<file path="src/nice_isa_pkg.sv">
`default_nettype none

package nice_isa_pkg;

  //////////////////////////////////////////////////
  // R-type instruction fields
  //////////////////////////////////////////////////

  // Bit positions and widths inside the 32-bit instruction word
  localparam int opcode_lsb = 0;
  localparam int opcode_w   = 7;
  localparam int funct3_lsb = 12;
  localparam int funct3_w   = 3;
  localparam int funct7_lsb = 25;
  localparam int funct7_w   = 7;

  // Only the custom-3 major opcode is decoded here
  localparam logic [opcode_w-1:0] opcode_custom3 = 7'h7b;

  // lbuf and sbuf share one funct3 and differ in funct7
  localparam logic [funct3_w-1:0] funct3_buf    = 3'd2;
  localparam logic [funct3_w-1:0] funct3_rowsum = 3'd6;

  localparam logic [funct7_w-1:0] funct7_lbuf   = 7'd1;
  localparam logic [funct7_w-1:0] funct7_sbuf   = 7'd2;
  localparam logic [funct7_w-1:0] funct7_rowsum = 7'd6;

  //////////////////////////////////////////////////
  // Decoded operation
  //////////////////////////////////////////////////

  // op_none also marks an instruction that is not recognised
  typedef enum logic [1:0] {
    op_none   = 2'd0,
    op_lbuf   = 2'd1,
    op_sbuf   = 2'd2,
    op_rowsum = 2'd3
  } nice_op_e;

endpackage

`default_nettype wire

</file>
<file path="src/nice_mem_pkg.sv">
`default_nettype none

package nice_mem_pkg;

  // Data path width of the host core
  localparam int xlen = 32;

  typedef logic [xlen-1:0] data_t;

  // Byte address on the ICB bus
  typedef logic [31:0] addr_t;

  // Address step between two consecutive row words
  localparam int unsigned word_bytes = 4;

  // ICB size code for a full 32-bit access
  localparam logic [1:0] icb_size_word = 2'd2;

endpackage

`default_nettype wire

</file>
<file path="src/nice_buf_if.sv">
`timescale 1ns/100ps
`default_nettype none

// Sequencer to row buffer link
interface nice_buf_if #(
  parameter int row_words = 3
);

  localparam int idx_w = (row_words > 1) ? $clog2(row_words) : 1;

  // Write / accumulate port
  logic                      clr_sum;
  logic                      wr_en;
  logic                      acc_en;
  logic [idx_w-1:0]          idx;
  nice_mem_pkg::data_t       wr_data;

  // Combinational read port, used by sbuf
  logic [idx_w-1:0]          rd_idx;
  nice_mem_pkg::data_t       rd_data;

  // Running row sum of accumulated words
  nice_mem_pkg::data_t       sum;

  modport seq (
    output clr_sum, wr_en, acc_en, idx, wr_data, rd_idx,
    input  rd_data, sum
  );

  // Row buffer side
  modport rbuf (
    input  clr_sum, wr_en, acc_en, idx, wr_data, rd_idx,
    output rd_data, sum
  );

endinterface

`default_nettype wire

</file>
<file path="src/nice_xfer_if.sv">
`timescale 1ns/100ps
`default_nettype none

// Sequencer to ICB master link
interface nice_xfer_if #(
  parameter int row_words = 3
);

  localparam int idx_w = (row_words > 1) ? $clog2(row_words) : 1;

  // Transfer request, valid with the start pulse
  logic                      start;
  nice_mem_pkg::addr_t       base;
  nice_isa_pkg::nice_op_e    op;

  // One pulse per accepted memory response
  logic                      beat;
  logic [idx_w-1:0]          beat_idx;
  nice_mem_pkg::data_t       beat_data;
  logic                      done;
  logic                      err;

  // Store data follows the command index
  logic [idx_w-1:0]          cmd_idx;
  nice_mem_pkg::data_t       wdata;

  modport seq (
    output start, base, op, wdata,
    input  beat, beat_idx, beat_data, cmd_idx, done, err
  );

  modport mst (
    input  start, base, op, wdata,
    output beat, beat_idx, beat_data, cmd_idx, done, err
  );

endinterface

`default_nettype wire

</file>
<file path="src/nice_row_buffer.sv">
`timescale 1ns/100ps
`default_nettype none

module nice_row_buffer #(
  parameter int row_words = 3
) (
  input  logic       nice_clk,
  input  logic       nice_rst_n,
  nice_buf_if.rbuf   bufp
);

  nice_mem_pkg::data_t rows_q [row_words];
  nice_mem_pkg::data_t sum_q;

  //////////////////////////////////////////////////
  // Row storage
  //////////////////////////////////////////////////

  // Single port with plain write for lbuf and read-add-write for rowsum
  always_ff @(posedge nice_clk or negedge nice_rst_n) begin
    if (!nice_rst_n) begin
      for (int i = 0; i < row_words; i++) begin
        rows_q[i] <= {nice_mem_pkg::xlen{1'b0}};
      end
    end else if (bufp.wr_en) begin
      rows_q[bufp.idx] <= bufp.wr_data;
    end else if (bufp.acc_en) begin
      rows_q[bufp.idx] <= rows_q[bufp.idx] + bufp.wr_data;
    end
  end

  // Running sum of the words that came in on accumulate beats
  always_ff @(posedge nice_clk or negedge nice_rst_n) begin
    if (!nice_rst_n) begin
      sum_q <= {nice_mem_pkg::xlen{1'b0}};
    end else if (bufp.clr_sum) begin
      sum_q <= {nice_mem_pkg::xlen{1'b0}};
    end else if (bufp.acc_en) begin
      sum_q <= sum_q + bufp.wr_data;
    end
  end

  // Combinational read for store data
  assign bufp.rd_data = rows_q[bufp.rd_idx];
  assign bufp.sum     = sum_q;

  // Sequencer routes each beat to one port only
  wr_acc_excl_a: assert property (@(posedge nice_clk) disable iff (!nice_rst_n)
    !(bufp.wr_en && bufp.acc_en));

endmodule

`default_nettype wire

</file>
<file path="src/nice_icb_master.sv">
`timescale 1ns/100ps
`default_nettype none

module nice_icb_master #(
  parameter int row_words = 3
) (
  input  logic                nice_clk,
  input  logic                nice_rst_n,

  output logic                nice_icb_cmd_valid,
  input  logic                nice_icb_cmd_ready,
  output nice_mem_pkg::addr_t nice_icb_cmd_addr,
  output logic                nice_icb_cmd_read,
  output nice_mem_pkg::data_t nice_icb_cmd_wdata,
  output logic [1:0]          nice_icb_cmd_size,

  input  logic                nice_icb_rsp_valid,
  output logic                nice_icb_rsp_ready,
  input  nice_mem_pkg::data_t nice_icb_rsp_rdata,
  input  logic                nice_icb_rsp_err,

  nice_xfer_if.mst            xfer
);

  localparam int idx_w = (row_words > 1) ? $clog2(row_words) : 1;
  localparam int cnt_w = $clog2(row_words + 1);
  localparam logic [idx_w-1:0] last_idx = idx_w'(row_words - 1);

  logic                   cmd_hsk;
  logic                   rsp_hsk;
  logic                   cmd_valid_q;
  logic [idx_w-1:0]       cmd_idx_q;
  nice_mem_pkg::addr_t    addr_q;
  nice_isa_pkg::nice_op_e op_q;
  logic [idx_w-1:0]       beat_cnt_q;
  logic                   err_q;
  logic [cnt_w-1:0]       out_cnt_q;

  assign cmd_hsk = nice_icb_cmd_valid & nice_icb_cmd_ready;
  assign rsp_hsk = nice_icb_rsp_valid & nice_icb_rsp_ready;

  //////////////////////////////////////////////////
  // Command side
  //////////////////////////////////////////////////

  // Next command goes out without waiting for earlier responses
  always_ff @(posedge nice_clk or negedge nice_rst_n) begin
    if (!nice_rst_n) begin
      cmd_valid_q <= 1'b0;
      cmd_idx_q   <= '0;
      addr_q      <= '0;
      op_q        <= nice_isa_pkg::op_none;
    end else if (xfer.start) begin
      cmd_valid_q <= 1'b1;
      cmd_idx_q   <= '0;
      addr_q      <= xfer.base;
      op_q        <= xfer.op;
    end else if (cmd_hsk) begin
      if (cmd_idx_q == last_idx) begin
        cmd_valid_q <= 1'b0;
      end else begin
        cmd_idx_q <= cmd_idx_q + 1'b1;
        addr_q    <= addr_q + nice_mem_pkg::addr_t'(nice_mem_pkg::word_bytes);
      end
    end
  end

  //////////////////////////////////////////////////
  // Response side
  //////////////////////////////////////////////////

  always_ff @(posedge nice_clk or negedge nice_rst_n) begin
    if (!nice_rst_n) begin
      beat_cnt_q <= '0;
      err_q      <= 1'b0;
    end else if (xfer.start) begin
      beat_cnt_q <= '0;
      err_q      <= 1'b0;
    end else if (rsp_hsk) begin
      // Error stays set for the rest of the row
      err_q      <= err_q | nice_icb_rsp_err;
      beat_cnt_q <= (beat_cnt_q == last_idx) ? '0 : beat_cnt_q + 1'b1;
    end
  end

  // Commands in flight
  always_ff @(posedge nice_clk or negedge nice_rst_n) begin
    if (!nice_rst_n) begin
      out_cnt_q <= '0;
    end else begin
      case ({cmd_hsk, rsp_hsk})
        2'b10:   out_cnt_q <= out_cnt_q + 1'b1;
        2'b01:   out_cnt_q <= out_cnt_q - 1'b1;
        default: out_cnt_q <= out_cnt_q;
      endcase
    end
  end

  // ICB outputs, all from registers except store data
  assign nice_icb_cmd_valid = cmd_valid_q;
  assign nice_icb_cmd_addr  = addr_q;
  assign nice_icb_cmd_read  = (op_q != nice_isa_pkg::op_sbuf);
  assign nice_icb_cmd_wdata = xfer.wdata;
  assign nice_icb_cmd_size  = nice_mem_pkg::icb_size_word;
  assign nice_icb_rsp_ready = 1'b1;

  // Beat reporting back to the sequencer
  assign xfer.cmd_idx   = cmd_idx_q;
  assign xfer.beat      = rsp_hsk;
  assign xfer.beat_idx  = beat_cnt_q;
  assign xfer.beat_data = nice_icb_rsp_rdata;
  assign xfer.done      = rsp_hsk & (beat_cnt_q == last_idx);
  assign xfer.err       = err_q | (rsp_hsk & nice_icb_rsp_err);

  // Every response must match an earlier command
  rsp_outstanding_a: assert property (@(posedge nice_clk) disable iff (!nice_rst_n)
    nice_icb_rsp_valid |-> (out_cnt_q != '0));

endmodule

`default_nettype wire

</file>
<file path="src/nice_op_sequencer.sv">
`timescale 1ns/100ps
`default_nettype none

module nice_op_sequencer #(
  parameter int row_words = 3
) (
  input  logic                nice_clk,
  input  logic                nice_rst_n,
  output logic                nice_active,
  output logic                nice_mem_holdup,

  input  logic                nice_req_valid,
  output logic                nice_req_ready,
  input  nice_mem_pkg::data_t nice_req_inst,
  input  nice_mem_pkg::data_t nice_req_rs1,

  output logic                nice_rsp_valid,
  input  logic                nice_rsp_ready,
  output nice_mem_pkg::data_t nice_rsp_rdat,
  output logic                nice_rsp_err,

  nice_xfer_if.seq            xfer,
  nice_buf_if.seq             bufp
);

  // FSM encoding
  localparam logic [1:0] st_idle = 2'd0;
  localparam logic [1:0] st_busy = 2'd1;
  localparam logic [1:0] st_resp = 2'd2;

  logic [1:0]                               state_q;
  logic                                     req_hsk;
  logic [nice_isa_pkg::opcode_w-1:0]        opcode;
  logic [nice_isa_pkg::funct3_w-1:0]        funct3;
  logic [nice_isa_pkg::funct7_w-1:0]        funct7;
  nice_isa_pkg::nice_op_e                   req_op;
  nice_isa_pkg::nice_op_e                   op_q;
  logic                                     rsp_err_q;

  //////////////////////////////////////////////////
  // Decode
  //////////////////////////////////////////////////

  assign opcode = nice_req_inst[nice_isa_pkg::opcode_lsb +: nice_isa_pkg::opcode_w];
  assign funct3 = nice_req_inst[nice_isa_pkg::funct3_lsb +: nice_isa_pkg::funct3_w];
  assign funct7 = nice_req_inst[nice_isa_pkg::funct7_lsb +: nice_isa_pkg::funct7_w];

  always_comb begin
    req_op = nice_isa_pkg::op_none;
    if (opcode == nice_isa_pkg::opcode_custom3) begin
      if (funct3 == nice_isa_pkg::funct3_buf && funct7 == nice_isa_pkg::funct7_lbuf) begin
        req_op = nice_isa_pkg::op_lbuf;
      end else if (funct3 == nice_isa_pkg::funct3_buf &&
                   funct7 == nice_isa_pkg::funct7_sbuf) begin
        req_op = nice_isa_pkg::op_sbuf;
      end else if (funct3 == nice_isa_pkg::funct3_rowsum &&
                   funct7 == nice_isa_pkg::funct7_rowsum) begin
        req_op = nice_isa_pkg::op_rowsum;
      end
    end
  end

  assign req_hsk = nice_req_valid & nice_req_ready;

  //////////////////////////////////////////////////
  // Operation FSM
  //////////////////////////////////////////////////

  always_ff @(posedge nice_clk or negedge nice_rst_n) begin
    if (!nice_rst_n) begin
      state_q   <= st_idle;
      op_q      <= nice_isa_pkg::op_none;
      rsp_err_q <= 1'b0;
    end else begin
      case (state_q)
        st_idle: begin
          if (req_hsk) begin
            op_q <= req_op;
            // Unknown instruction is answered at once with an error
            if (req_op == nice_isa_pkg::op_none) begin
              state_q   <= st_resp;
              rsp_err_q <= 1'b1;
            end else begin
              state_q   <= st_busy;
              rsp_err_q <= 1'b0;
            end
          end
        end
        st_busy: begin
          // err already folds in the last beat
          if (xfer.done) begin
            state_q   <= st_resp;
            rsp_err_q <= xfer.err;
          end
        end
        st_resp: begin
          if (nice_rsp_ready) begin
            state_q <= st_idle;
          end
        end
        default: state_q <= st_idle;
      endcase
    end
  end

  // Transfer kick-off, same cycle as acceptance
  assign xfer.start = req_hsk & (req_op != nice_isa_pkg::op_none);
  assign xfer.base  = nice_req_rs1;
  assign xfer.op    = req_op;

  // Beats land in the buffer as plain writes or accumulates
  assign bufp.clr_sum = xfer.start;
  assign bufp.wr_en   = xfer.beat & (op_q == nice_isa_pkg::op_lbuf);
  assign bufp.acc_en  = xfer.beat & (op_q == nice_isa_pkg::op_rowsum);
  assign bufp.idx     = xfer.beat_idx;
  assign bufp.wr_data = xfer.beat_data;

  // Store data read straight from the buffer
  assign bufp.rd_idx = xfer.cmd_idx;
  assign xfer.wdata  = bufp.rd_data;

  // Handshake and status outputs
  assign nice_req_ready  = (state_q == st_idle);
  assign nice_mem_holdup = (state_q == st_busy);
  assign nice_active     = (state_q != st_idle) | nice_req_valid;

  assign nice_rsp_valid = (state_q == st_resp);
  assign nice_rsp_err   = rsp_err_q;
  assign nice_rsp_rdat  = (nice_rsp_valid && op_q == nice_isa_pkg::op_rowsum) ?
                          bufp.sum : {nice_mem_pkg::xlen{1'b0}};

  // Response held until taken
  rsp_hold_a: assert property (@(posedge nice_clk) disable iff (!nice_rst_n)
    nice_rsp_valid && !nice_rsp_ready |=>
      nice_rsp_valid && $stable(nice_rsp_rdat) && $stable(nice_rsp_err));

endmodule

`default_nettype wire

</file>
<file path="src/nice_core_top.sv">
`timescale 1ns/100ps
`default_nettype none

module nice_core_top #(
  parameter int row_words = 3
) (
  input  logic                nice_clk,
  input  logic                nice_rst_n,
  output logic                nice_active,
  output logic                nice_mem_holdup,

  // Instruction request
  input  logic                nice_req_valid,
  output logic                nice_req_ready,
  input  nice_mem_pkg::data_t nice_req_inst,
  input  nice_mem_pkg::data_t nice_req_rs1,
  input  nice_mem_pkg::data_t nice_req_rs2,

  // Instruction response
  output logic                nice_rsp_valid,
  input  logic                nice_rsp_ready,
  output nice_mem_pkg::data_t nice_rsp_rdat,
  output logic                nice_rsp_err,

  // ICB command channel
  output logic                nice_icb_cmd_valid,
  input  logic                nice_icb_cmd_ready,
  output nice_mem_pkg::addr_t nice_icb_cmd_addr,
  output logic                nice_icb_cmd_read,
  output nice_mem_pkg::data_t nice_icb_cmd_wdata,
  output logic [1:0]          nice_icb_cmd_size,

  // ICB response channel
  input  logic                nice_icb_rsp_valid,
  output logic                nice_icb_rsp_ready,
  input  nice_mem_pkg::data_t nice_icb_rsp_rdata,
  input  logic                nice_icb_rsp_err
);

  nice_buf_if  #(.row_words(row_words)) buf_link ();
  nice_xfer_if #(.row_words(row_words)) xfer_link ();

  // Decode, FSM and response
  nice_op_sequencer #(.row_words(row_words)) i_seq (
    .nice_clk        (nice_clk),
    .nice_rst_n      (nice_rst_n),
    .nice_active     (nice_active),
    .nice_mem_holdup (nice_mem_holdup),
    .nice_req_valid  (nice_req_valid),
    .nice_req_ready  (nice_req_ready),
    .nice_req_inst   (nice_req_inst),
    .nice_req_rs1    (nice_req_rs1),
    .nice_rsp_valid  (nice_rsp_valid),
    .nice_rsp_ready  (nice_rsp_ready),
    .nice_rsp_rdat   (nice_rsp_rdat),
    .nice_rsp_err    (nice_rsp_err),
    .xfer            (xfer_link.seq),
    .bufp            (buf_link.seq)
  );

  // Memory side
  nice_icb_master #(.row_words(row_words)) i_icb (
    .nice_clk           (nice_clk),
    .nice_rst_n         (nice_rst_n),
    .nice_icb_cmd_valid (nice_icb_cmd_valid),
    .nice_icb_cmd_ready (nice_icb_cmd_ready),
    .nice_icb_cmd_addr  (nice_icb_cmd_addr),
    .nice_icb_cmd_read  (nice_icb_cmd_read),
    .nice_icb_cmd_wdata (nice_icb_cmd_wdata),
    .nice_icb_cmd_size  (nice_icb_cmd_size),
    .nice_icb_rsp_valid (nice_icb_rsp_valid),
    .nice_icb_rsp_ready (nice_icb_rsp_ready),
    .nice_icb_rsp_rdata (nice_icb_rsp_rdata),
    .nice_icb_rsp_err   (nice_icb_rsp_err),
    .xfer               (xfer_link.mst)
  );

  // Row storage
  nice_row_buffer #(.row_words(row_words)) i_rowbuf (
    .nice_clk   (nice_clk),
    .nice_rst_n (nice_rst_n),
    .bufp       (buf_link.rbuf)
  );

endmodule

`default_nettype wire

</file>
<file path="config.mk">
export PLATFORM = sky130hd
export DESIGN_NAME = nice_core_top
export DESIGN_NICKNAME = d
export VERILOG_FILES = /design/src/nice_isa_pkg.sv /design/src/nice_mem_pkg.sv /design/src/nice_buf_if.sv /design/src/nice_xfer_if.sv /design/src/nice_row_buffer.sv /design/src/nice_icb_master.sv /design/src/nice_op_sequencer.sv /design/src/nice_core_top.sv
export SDC_FILE = /design/constraint.sdc
export NUM_CORES = 1
export LEC_CHECK = 0
export ABC_AREA = 1
export BUFFER_PORTS_ARGS = -buffer_cell sky130_fd_sc_hd__clkbuf_2
export CAP_MARGIN = 10
export CORE_MARGIN = 3
export CORE_UTILIZATION = 50
export DETAILED_ROUTE_END_ITERATION = 10
export MAX_ROUTING_LAYER = met4
export PLACE_DENSITY_LB_ADDON = 0.12
export RECOVER_POWER = 100
export SKIP_LAST_GASP = 1
export SLEW_MARGIN = 10
export SYNTH_ARGS = -nofsm -noshare
export SYNTH_HDL_FRONTEND = slang
export SYNTH_SLANG_ARGS = --single-unit
</file>
<file path="constraint.sdc">
create_clock -name nice_clk -period 4.8 [get_ports nice_clk]
set_input_delay 0.24 -clock nice_clk [delete_from_list [all_inputs] [get_ports nice_clk]]
set_output_delay 0.24 -clock nice_clk [all_outputs]
set_load 0.03 [all_outputs]
</file>
# Word-level counts from Yosys, hierarchy flattened
# Index checks and enable logic that the tools add are counted.
[totals]
reg_bits = 173
output_inout_bits = 106
word_cells = 112
[op_classes]
n_addsub = 5
n_lt_le_gt_ge = 3
eq_ne = 17
mux = 42
n_bitwise = 12
reduce_logical = 20
[op_table]
columns = ["operator", "n"]
rows = [
  ["32-bit two-way mux", 11],
  ["96-bit bitwise mux", 2],
  ["96-bit two-way mux", 2],
  ["32-bit binary-select mux with 2-bit select", 2],
  ["32-bit adder", 2],
  ["32-bit demux with 2-bit select", 1],
  ["32-bit by 3-bit adder with 32-bit output (second input constant)", 1],
  ["2-bit two-way mux", 14],
  ["2-bit nonzero test", 8],
  ["2-bit equality test (second input constant)", 4],
  ["1-bit two-way mux", 8],
  ["2-bit inequality test (second input constant)", 4],
  ["1-bit AND", 7],
  ["7-bit by 1-bit equality test with 1-bit output (second input constant)", 1],
  ["7-bit by 2-bit equality test with 1-bit output (second input constant)", 1],
  ["7-bit by 3-bit equality test with 1-bit output (second input constant)", 1],
  ["7-bit equality test (second input constant)", 1],
  ["3-bit >= comparator (second input constant)", 2],
  ["2-bit inverter with 3-bit output", 2],
  ["2-bit case mux with 3 select lines", 1],
  ["2-bit AND reduction", 3],
  ["3-bit AND reduction", 2],
  ["1-bit logical AND", 5],
  ["2-bit by 1-bit adder with 2-bit output (second input constant)", 2],
  ["8 further kinds", 12],
]

# Logic depth before layout (Yosys ltp)
# Gate-level depths: netlist (run 1).
[depth]
word_depth = 10
mapped_depth = 19

# By module
# A second synthesis (run 1) with hierarchy kept.
[hier_totals]
hier_cells = 2468
area_unflattened_um2 = 15494.9
[by_module_without_submodules]
columns = ["module", "instances", "cells_per_inst", "area_per_inst_um2", "seq_area_each_um2"]
rows = [
  ["nice_row_buffer", 1, 1785, 10923.0, 3203.1],
  ["nice_icb_master", 1, 435, 3061.7, 1001.0],
  ["nice_op_sequencer", 1, 248, 1510.2, 125.1],
]

# Least setup slack after synthesis (run 1)
# Ideal clock, no wire load.
[synth_path]
kind = "reg-to-reg"
from = "register i_icb.beat_cnt_q[0], in the netlist i_icb.xfer.beat_idx[0]"
to = "register i_rowbuf.rows_q[84] in the netlist's numbering"
setup_ps = 134
arrival_ps = 2535
required_time_ps = 4666
path_slack_ps = 2131
stages_incl_launch_ff = 18
synth_period_minus_slack_ps = 2669
cell_sequence = "dfrtp_1 -> nor2_1 -> clkbuf_1 -> a22oi_1 -> o21ai_0 -> ha_1 -> inv_1 -> fa_1 -> inv_1 -> nand3_1 -> nand3_1 -> nand2_1 -> nand3_1 -> nand2_1 -> nand3_1 -> nand3_1 -> nand2_1 -> o21ai_0"
[synth_between]
elab_chain_len = 8
word_cells_on_any_way = 14
cone_classes = "1 x add/sub; 2 x order compare; 9 x mux; 1 x bitwise; 1 x reduce/logical"
[synth_lines]
columns = ["item", "line_no", "rtl"]
rows = [
  ["start, declared", "nice_icb_master.sv:35", "logic [idx_w-1:0] beat_cnt_q;"],
  ["start signal, assigned", "nice_icb_master.sv:82", "beat_cnt_q <= (beat_cnt_q == last_idx) ? '0 : beat_cnt_q + 1'b1;"],
  ["2-bit inverter with 3-bit output (not written as such) (*)", "nice_row_buffer.sv:26, nice_row_buffer.sv:28", ""],
  ["32-bit binary-select mux with 2-bit select (tied with other cells)", "nice_row_buffer.sv:28", "rows_q[bufp.idx] <= rows_q[bufp.idx] + bufp.wr_data;"],
  ["32-bit two-way mux (not written as such) / 1-bit logical AND (equally long branches)", "nice_row_buffer.sv:28, nice_row_buffer.sv:26", ""],
  ["32-bit two-way mux, on equally long branches", "nice_row_buffer.sv:28, nice_row_buffer.sv:26", ""],
  ["32-bit adder / 32-bit demux with 2-bit select (equally long branches)", "nice_row_buffer.sv:28, nice_row_buffer.sv:26", ""],
  ["96-bit bitwise mux", "nice_row_buffer.sv:28", ""],
  ["96-bit two-way mux", "nice_row_buffer.sv:27", "end else if (bufp.acc_en) begin"],
  ["96-bit two-way mux (*)", "nice_row_buffer.sv:25", "end else if (bufp.wr_en) begin"],
  ["end signal, assigned by index", "nice_row_buffer.sv:23", "rows_q[i] <= {nice_mem_pkg::xlen{1'b0}};"],
  ["end signal, assigned by index", "nice_row_buffer.sv:26", "rows_q[bufp.idx] <= bufp.wr_data;"],
  ["end signal, assigned by index", "nice_row_buffer.sv:28", ""],
  ["end, declared", "nice_row_buffer.sv:12", "nice_mem_pkg::data_t rows_q [row_words];"],
]
# Every way passes the cells marked *; elsewhere a longest branch is shown, timed or not. The select of a mux whose other input is x is not followed.
# A chain may end at the register's enable or synchronous reset.

# Final worst setup path (run 1)
[layout_path]
from = "register i_icb.cmd_idx_q[1], in the netlist i_icb.xfer.cmd_idx[1]"
to = "output nice_icb_cmd_wdata[10]"
[layout_between]
elab_chain_len = 4
[layout_lines]
columns = ["item", "line_no", "rtl"]
rows = [
  ["start, declared", "nice_icb_master.sv:32", "logic [idx_w-1:0] cmd_idx_q;"],
  ["start signal, assigned", "nice_icb_master.sv:62", "cmd_idx_q <= cmd_idx_q + 1'b1;"],
  ["2-bit inverter with 3-bit output (not written as such)", "nice_row_buffer.sv:44", "assign bufp.rd_data = rows_q[bufp.rd_idx];"],
  ["32-bit binary-select mux with 2-bit select", "nice_row_buffer.sv:44", ""],
  ["32-bit two-way mux (not written as such) (2 in a row)", "nice_row_buffer.sv:44", ""],
  ["end, declared", "nice_core_top.sv:30", "output nice_mem_pkg::data_t nice_icb_cmd_wdata,"],
]
# No other way between the ends. The select of a mux whose other input is x is not followed.

==> reports/qor.txt, run 1 <==
Pwr Density - 251.2 nW/µm²
Avg WL per Cell - 16.56 µm
worst skew pair latency - 0.46 ns
Worst EP arrival - 3.80 ns
total power - 4.044 mW
final-stage net count - 2688
most frequent cells in the layout - nand2_1 (832), inv_1 (355), nor2_1 (218)
Clock Skew - 0.01955 ns
Slowest-stage cell, CP - clkbuf_1
CP max FO - 18
highest clock rate - 247.5 MHz
sw power - 1.506 mW
Synth Cell Area - 14260 µm²
Worst VDD drop - 0.2709 mV
Clk pwr share - 35.4%
status - complete, but fails checks
Placer Congestion - 1.015
Final HPWL DP - 36440 µm
share of post-route cells with drive strength above 1 - 6.520%
Reg power frac - 37.6%
IO Count - 241
fin crit share - 84.17%
Seq/Total Area, Yosys - 30.36%
CP Data Required Time - 4.56 ns
max-cap viol count - 1
Initial DRT Pass Iterations - 7
CTS tree - built
met3 usage - 5.845%
min Tclk post-route - 4.040 ns
EDFF count, synth - 0
final setup margin - 0.7598 ns
Overall Global Routing Usage - 32.24%
htree depth - 4
DR vias - 15370
pre-CTS setup slack - 1.460 ns
CTS sink cnt - 173
clock transition at the registers of the reported paths - 0.08 ns
met1 Use GR - 41.92%
Distinct cells, synth - 46
initial antenna violation count - 2
Initial Util - 51.04%
worst hold slack - 0.01511 ns
number of buffers inserted by hold repair at cts - 14
RSZ-0062 raised after global routing - false
Syn Area/Cell - 6.173 µm²
Slew headroom - -65.63%
Setup TNS - 0 ns
Vias/cell - 5.335
number of global-route vias before repair - 14620
Hold Crit Class - input port to flop
prevailing post-synth register cell - dfrtp_1
Area growth, synth to finish - 12.91%
die area - 30580 µm²
Sw Share - 37.23%
Die H - 174.9 µm
Synth Register Bits - 173
max-slew violations - 96
Synth Instances - 2310
fill count - 2962
CTS buffer count - 17
Int Power - 2.538 mW
clock root buffer - clkbuf_16
Buffers on Ports - 190
CP cell instances - clkbuf_1 -> nand2_1 -> clkbuf_1 -> o21ai_0 -> clkbuf_1
Leakage - 8.963 nW
met2 GRT Util - 51.81%
CP Launch Type - flop
Top cell by count, worst path - clkbuf_1
Routed WL - 47690 µm
Post-CTS Setup Bufs - 0
worst-margin pin slew - 2.484 ns
Async SR Flop Fraction - 100.0%
Buf+Inv Stages, Crit Path - 3
# resized after CTS - 0
Ys Warns - 0
grt ovf - 0
width of the die - 174.9 µm
global route hottest layer - met2
CORE AREA - 27930 µm²
critical path class - flop to output port
leading cell type in the layout, fill and taps excluded - nand2_1
final hold vios - 0
Routed Antenna Nets - 0
Cell Rows - 61
CTS max path bufs - 2
largest net degree at the start of global routing - 96
combinational power share - 27.0%
Max stage delay on crit path - 0.86 ns
nature of the critical path endpoint - output port
# setup viols final - 0
critical path's top delay family - buffers and inverters
failing checks - max-capacitance violations, max-slew violations
DRC Markers - 0
first-pass GRT wire length - 76470 µm
initial DRC count - 1127
-- path summary, 6_finish.rpt --
path,startpoint,endpoint,slack (ns),cells after the start
min in group asynchronous,nice_rst_n,i_rowbuf.rows_q[75]$_DFFE_PN0P_,0.37,2
max in group asynchronous,nice_rst_n,i_rowbuf.bufp.sum[16]$_DFFE_PN0P_,1.55,3
max reg2reg,i_icb.xfer.beat_idx[1]$_DFFE_PN0P_,i_rowbuf.rows_q[20]$_DFFE_PN0P_,0.89,11
min,nice_req_rs1[14],i_icb.nice_icb_cmd_addr[14]$_DFFE_PN0P_,0.02,3
max,i_icb.xfer.cmd_idx[1]$_DFFE_PN0P_,nice_icb_cmd_wdata[10],0.76,5
min reg2reg,i_icb.op_q[0]$_DFFE_PN0N_,i_icb.op_q[0]$_DFFE_PN0N_,0.48,2
-- worst register-to-register path, delay by kind of cell (launching register included) --
kind,cells,cell delay (ns)
buf+inv,6,2.64
simple gates,3,0.53
flops,1,0.40
compound gates,2,0.25
-- cell usage after synthesis, types with 12 or more instances --
library cell | instances | area [µm²]
nand3b_1 | 13 | 97.59
or2_2 | 12 | 75.07
o21ai_0 | 126 | 630.6
a22oi_1 | 29 | 217.7
o32ai_1 | 26 | 227.7
clkbuf_1 | 47 | 176.4
buf_2 | 15 | 75.07
nand3_1 | 156 | 780.8
dfrtp_1 | 173 | 4329
ha_1 | 64 | 800.8
xor2_1 | 29 | 254.0
a21oi_1 | 106 | 530.5
nand4_1 | 22 | 137.6
nand2_1 | 830 | 3115
nor2_1 | 219 | 822.0
inv_1 | 352 | 1321
nor3_1 | 22 | 110.1
-- power by group through the flow --
stage / Combinational [mW] / Clock (mW) / Sequential [mW]
finish: 1.09 / 1.43 / 1.52
global route: 1.22 / 1.50 / 1.52
CTS: 1.10 / 1.45 / 1.52
detailed placement: 1.09 / 0 / 1.55
global placement: 1.07 / 0 / 1.55
floorplan: 0.697 / 0 / 1.55
-- cell families (layout without fill, tap and decap cells) --
| kind of cell | Yosys count | in the layout | share of synthesized area (%) |
|---|---|---|---|
| compound gates | 309 | 309 | 12.32 |
| xor+xnor | 37 | 37 | 2.273 |
| fa+ha+maj | 66 | 66 | 5.897 |
| buf+inv | 430 | 619 | 11.67 |
| flops | 173 | 173 | 30.36 |
| mux | 1 | 1 | 0.07020 |
| other cells | 2 | 5 | 0.05267 |
| simple gates | 1292 | 1292 | 37.36 |
-- per-layer routing --
metal | up-vias | part of all wire, %
met4 | 0 | 2.7
met2 | 533 | 46
met5 | - | 0
met1 | 7097 | 44
met3 | 97 | 7.4
li1 | 7639 | -
-- flip-flops by register name, summed over array words and instances (netlist names) --
register and cells:
i_icb.err_q 1, i_icb.nice_icb_cmd_addr 32, i_icb.nice_icb_cmd_valid 1, i_icb.op_q 2, i_icb.xfer.beat_idx 2, i_icb.xfer.cmd_idx 2, i_rowbuf.bufp.sum 32, i_rowbuf.rows_q 96
i_seq.nice_rsp_err 1, i_seq.op_q 2, i_seq.state_q 2
-- final cells by class --
class,instances,area [µm²],area share (%)
clock inverter,13,130.1,0.8083
multi-input combinational,1708,8248,51.23
sequential,173,4329,26.89
clock buffer,19,442.9,2.751
inverter,359,1348,8.370
antenna,2,5.005,0.03109
tap,378,473.0,2.938
timing repair buffer,228,1124,6.979
-- per-stage QoR --
step / instance area, µm² / instances / utilization (%)
global route: 16100 / 2880 / 57.63
CTS: 16290 / 2878 / 58.33
detailed placement: 15580 / 2832 / 55.78
finish: 16100 / 2880 / 57.63
global placement: 15580 / 2832 / 55.78
floorplan: 14260 / 2311 / -
(Power assumes the default switching activity.)
==> run 2: changes to the inputs <==
--- a/config.mk
+++ b/config.mk
@@ -5,7 +5,7 @@
 export SDC_FILE = /design/constraint.sdc
 export NUM_CORES = 1
 export LEC_CHECK = 0
-export ABC_AREA = 1
+export ABC_AREA = 0
 export BUFFER_PORTS_ARGS = -buffer_cell sky130_fd_sc_hd__clkbuf_2
 export CAP_MARGIN = 10
 export CORE_MARGIN = 3
==> constraint.sdc (replaced) <==
create_clock -name nice_clk -period 3.8 [get_ports nice_clk]
set_input_delay 0.19 -clock nice_clk [delete_from_list [all_inputs] [get_ports nice_clk]]
set_output_delay 0.19 -clock nice_clk [all_outputs]
set_load 0.03 [all_outputs]
==> run 2 against run 1 <==
The flow still finishes with violations (max-capacitance violations, max-slew violations). Design area down 12%. Critical path depth up 1. Die area down 15%. Setup slack worse by 0.57 ns. Hold slack better by 0.014 ns.
==> reports/qor.txt, run 2 <==
critical path's top delay family - buffers and inverters
Clock Skew - 0.01871 ns
number of global-route vias before repair - 10900
Placer Congestion - 0.9463
grt ovf - 0
WL met3 - 2136 µm
clock transition at the registers of the reported paths - 0.07 ns
fill count - 2211
Synth Register Bits - 173
Buf+Inv Stages, Crit Path - 3
FF-to-FF path depth - 15
Initial Util - 51.18%
Synth top area share - 35.82%
max reg flops - 96
Routed Antenna Nets - 0
Hold Crit Class - input port to flop
CP max FO - 36
DRC Markers - 0
largest net degree at the start of global routing - 77
ANT cells - 0
WHS Endpoint - i_icb.nice_icb_cmd_valid$_DFFE_PN0P_
Distinct cells, synth - 71
clock root buffer - clkbuf_16
first-pass GRT wire length - 57350 µm
commonest cells in the netlist - nand2_1 (275), o21ai_0 (186), dfrtp_1 (173)
failing checks - max-capacitance violations, max-slew violations
Post-Layout Inst Area - 14200 µm²
hold path startpoint - nice_icb_cmd_ready
CORE AREA - 23610 µm²
Routed WL - 35390 µm
max-slew violations - 110
final-stage net count - 1880
Worst VDD drop - 0.2730 mV
fin crit share - 95.08%
Leakage - 6.483 nW
CP Data Required Time - 3.61 ns
cell accounting for the most synthesized area - dfrtp_1
worst reg2reg path endpoint - i_rowbuf.rows_q[24]$_DFFE_PN0P_
RSZ-0062 raised after global routing - false
worst skew pair latency - 0.44 ns
share of post-route cells with drive strength above 1 - 12.47%
EDFF count, synth - 0
final hold vios - 0
Synth Cell Area - 12090 µm²
worst hold slack - 0.02864 ns
highest routing layer actually used - met4
Cell Rows - 56
Initial DRT Pass Iterations - 6
CTS sink cnt - 173
Slew headroom - -42.78%
most common cell in the netlist - nand2_1
max-cap viol count - 2
die area - 26070 µm²
Syn Area/Cell - 8.138 µm²
DR vias - 11390
Die H - 161.5 µm
worst-margin pin slew - 2.134 ns
FF-to-FF setup slack - 0.25 ns
CTS max path bufs - 2
IO Count - 241
# setup viols final - 0
Ys Warns - 0
status - complete, but fails checks
width of the die - 161.5 µm
critical path class - flop to output port
Post-CTS Setup Bufs - 0
WHS Path Cells - 3
min Tclk post-route - 3.613 ns
routed wl met2 - 16170 µm
Async SR Flop Fraction - 100.0%
Final HPWL DP - 25390 µm
Buffers on Ports - 190
Max stage delay on crit path - 0.84 ns
leading cell type in the layout, fill and taps excluded - nand2_1
Overall Global Routing Usage - 28.08%
initial antenna violation count - 0
pre-CTS setup slack - 0.1568 ns
M1 WL - 16520 µm
Crit path depth - 6
CTS tree - built
nature of the critical path endpoint - output port
Cell Area, Placed - 13390 µm²
htree depth - 4
final setup margin - 0.1869 ns
most frequent cells in the layout - nand2_1 (275), o21ai_0 (207), dfrtp_1 (171)
prevailing post-synth register cell - dfrtp_1
Avg WL per Cell - 17.60 µm
CP cell instances - clkbuf_2 -> nor2_2 -> buf_4 -> nand2_1 -> o21ai_0 -> clkbuf_1
Setup TNS - 0 ns
highest clock rate - 276.8 MHz
largest cells by area after synthesis - dfrtp_1 (36%), nand2_1 (8.5%), o21ai_0 (7.7%)
Worst EP arrival - 3.42 ns
Area growth, synth to finish - 17.51%
total power - 4.361 mW
Slowest-stage cell, CP - nor2_2
largest reg by FF count - i_rowbuf.rows_q
CP Launch Type - flop
initial DRC count - 846
Pwr Density - 307.1 nW/µm²
Vias/cell - 5.665
CTS buffer count - 17
Synth Instances - 1485
reg2reg start - i_icb.xfer.beat_idx[1]$_DFFE_PN0P_
Seq/Total Area, Yosys - 35.82%
[run 2: worst min-delay path: stages]
cell,delay [ns]
clkbuf_2,0.09
nand2_1,0.05
a21o_1,0.11
[run 2: power by group]
group / leakage, nW / switching, mW / total [mW] / internal, mW
logic: 3.82 / 0.485 / 0.758 / 0.273
registers: 2.39 / 0.0177 / 1.87 / 1.85
clock network: 0.272 / 0.859 / 1.73 / 0.873
total: 6.48 / 1.36 / 4.36 / 3.00
[run 2: worst max path at each step]
stage	startpoint	endpoint	slack, ns
2_1_floorplan	i_icb.xfer.beat_idx[1]$_DFFE_PN0P_	i_rowbuf.rows_q[31]$_DFFE_PN0P_	0.22
3_3_place_gp	i_icb.xfer.beat_idx[1]$_DFFE_PN0P_	i_rowbuf.rows_q[62]$_DFFE_PN0P_	0.27
3_5_place_dp	i_icb.xfer.beat_idx[1]$_DFFE_PN0P_	i_rowbuf.rows_q[62]$_DFFE_PN0P_	0.16
4_1_cts	i_icb.xfer.beat_idx[1]$_DFFE_PN0P_	i_rowbuf.rows_q[62]$_DFFE_PN0P_	0.15
5_1_grt	i_icb.xfer.beat_idx[1]$_DFFE_PN0P_	i_rowbuf.rows_q[29]$_DFFE_PN0P_	0.01
6_report	i_icb.xfer.cmd_idx[1]$_DFFE_PN0P_	nice_icb_cmd_wdata[20]	0.19
[run 2: what timing repair did]
item                       CTS  global route
resized for setup            0             4
setup endpoints to repair    0             6
hold buffers                35             0
hold endpoints to repair   108             0
[run 2: per-stage QoR]
step,utilization [%],instances
2_1_floorplan,-,1486
4_1_cts,60.61,2011
3_3_place_gp,56.71,1944
3_5_place_dp,56.71,1944
6_report,60.14,2011
5_1_grt,60.14,2011
[run 2: cells by family (layout without fill, tap and decap cells)]
family | after synthesis | after routing | synth area share, %
fa+ha+maj | 66 | 66 | 6.957
other cells | 2 | 3 | 0.06214
compound gates | 446 | 446 | 21.62
flops | 173 | 173 | 35.82
simple gates | 536 | 536 | 19.72
xor+xnor | 83 | 83 | 6.015
buf+inv | 106 | 312 | 3.737
mux | 73 | 73 | 6.067
[run 2: final cells by class]
type                            instances  area (µm²)  area share [%]
Multi-Input combinational cell       1207        7333           51.64
Clock buffer                           17       425.4           2.996
Inverter                               22       82.58          0.5815
Clock inverter                         15       145.1           1.022
Sequential cell                       173        4332           30.50
Tap cell                              319       399.1           2.811
Timing Repair Buffer                  258        1484           10.45
[run 2: per-layer routing]
layer  track usage [%]  up-vias
met1             38.54     5389
met3             4.899       43
met5                 -        -
met4             6.570        0
met2             43.73      338
li1                  -     5622
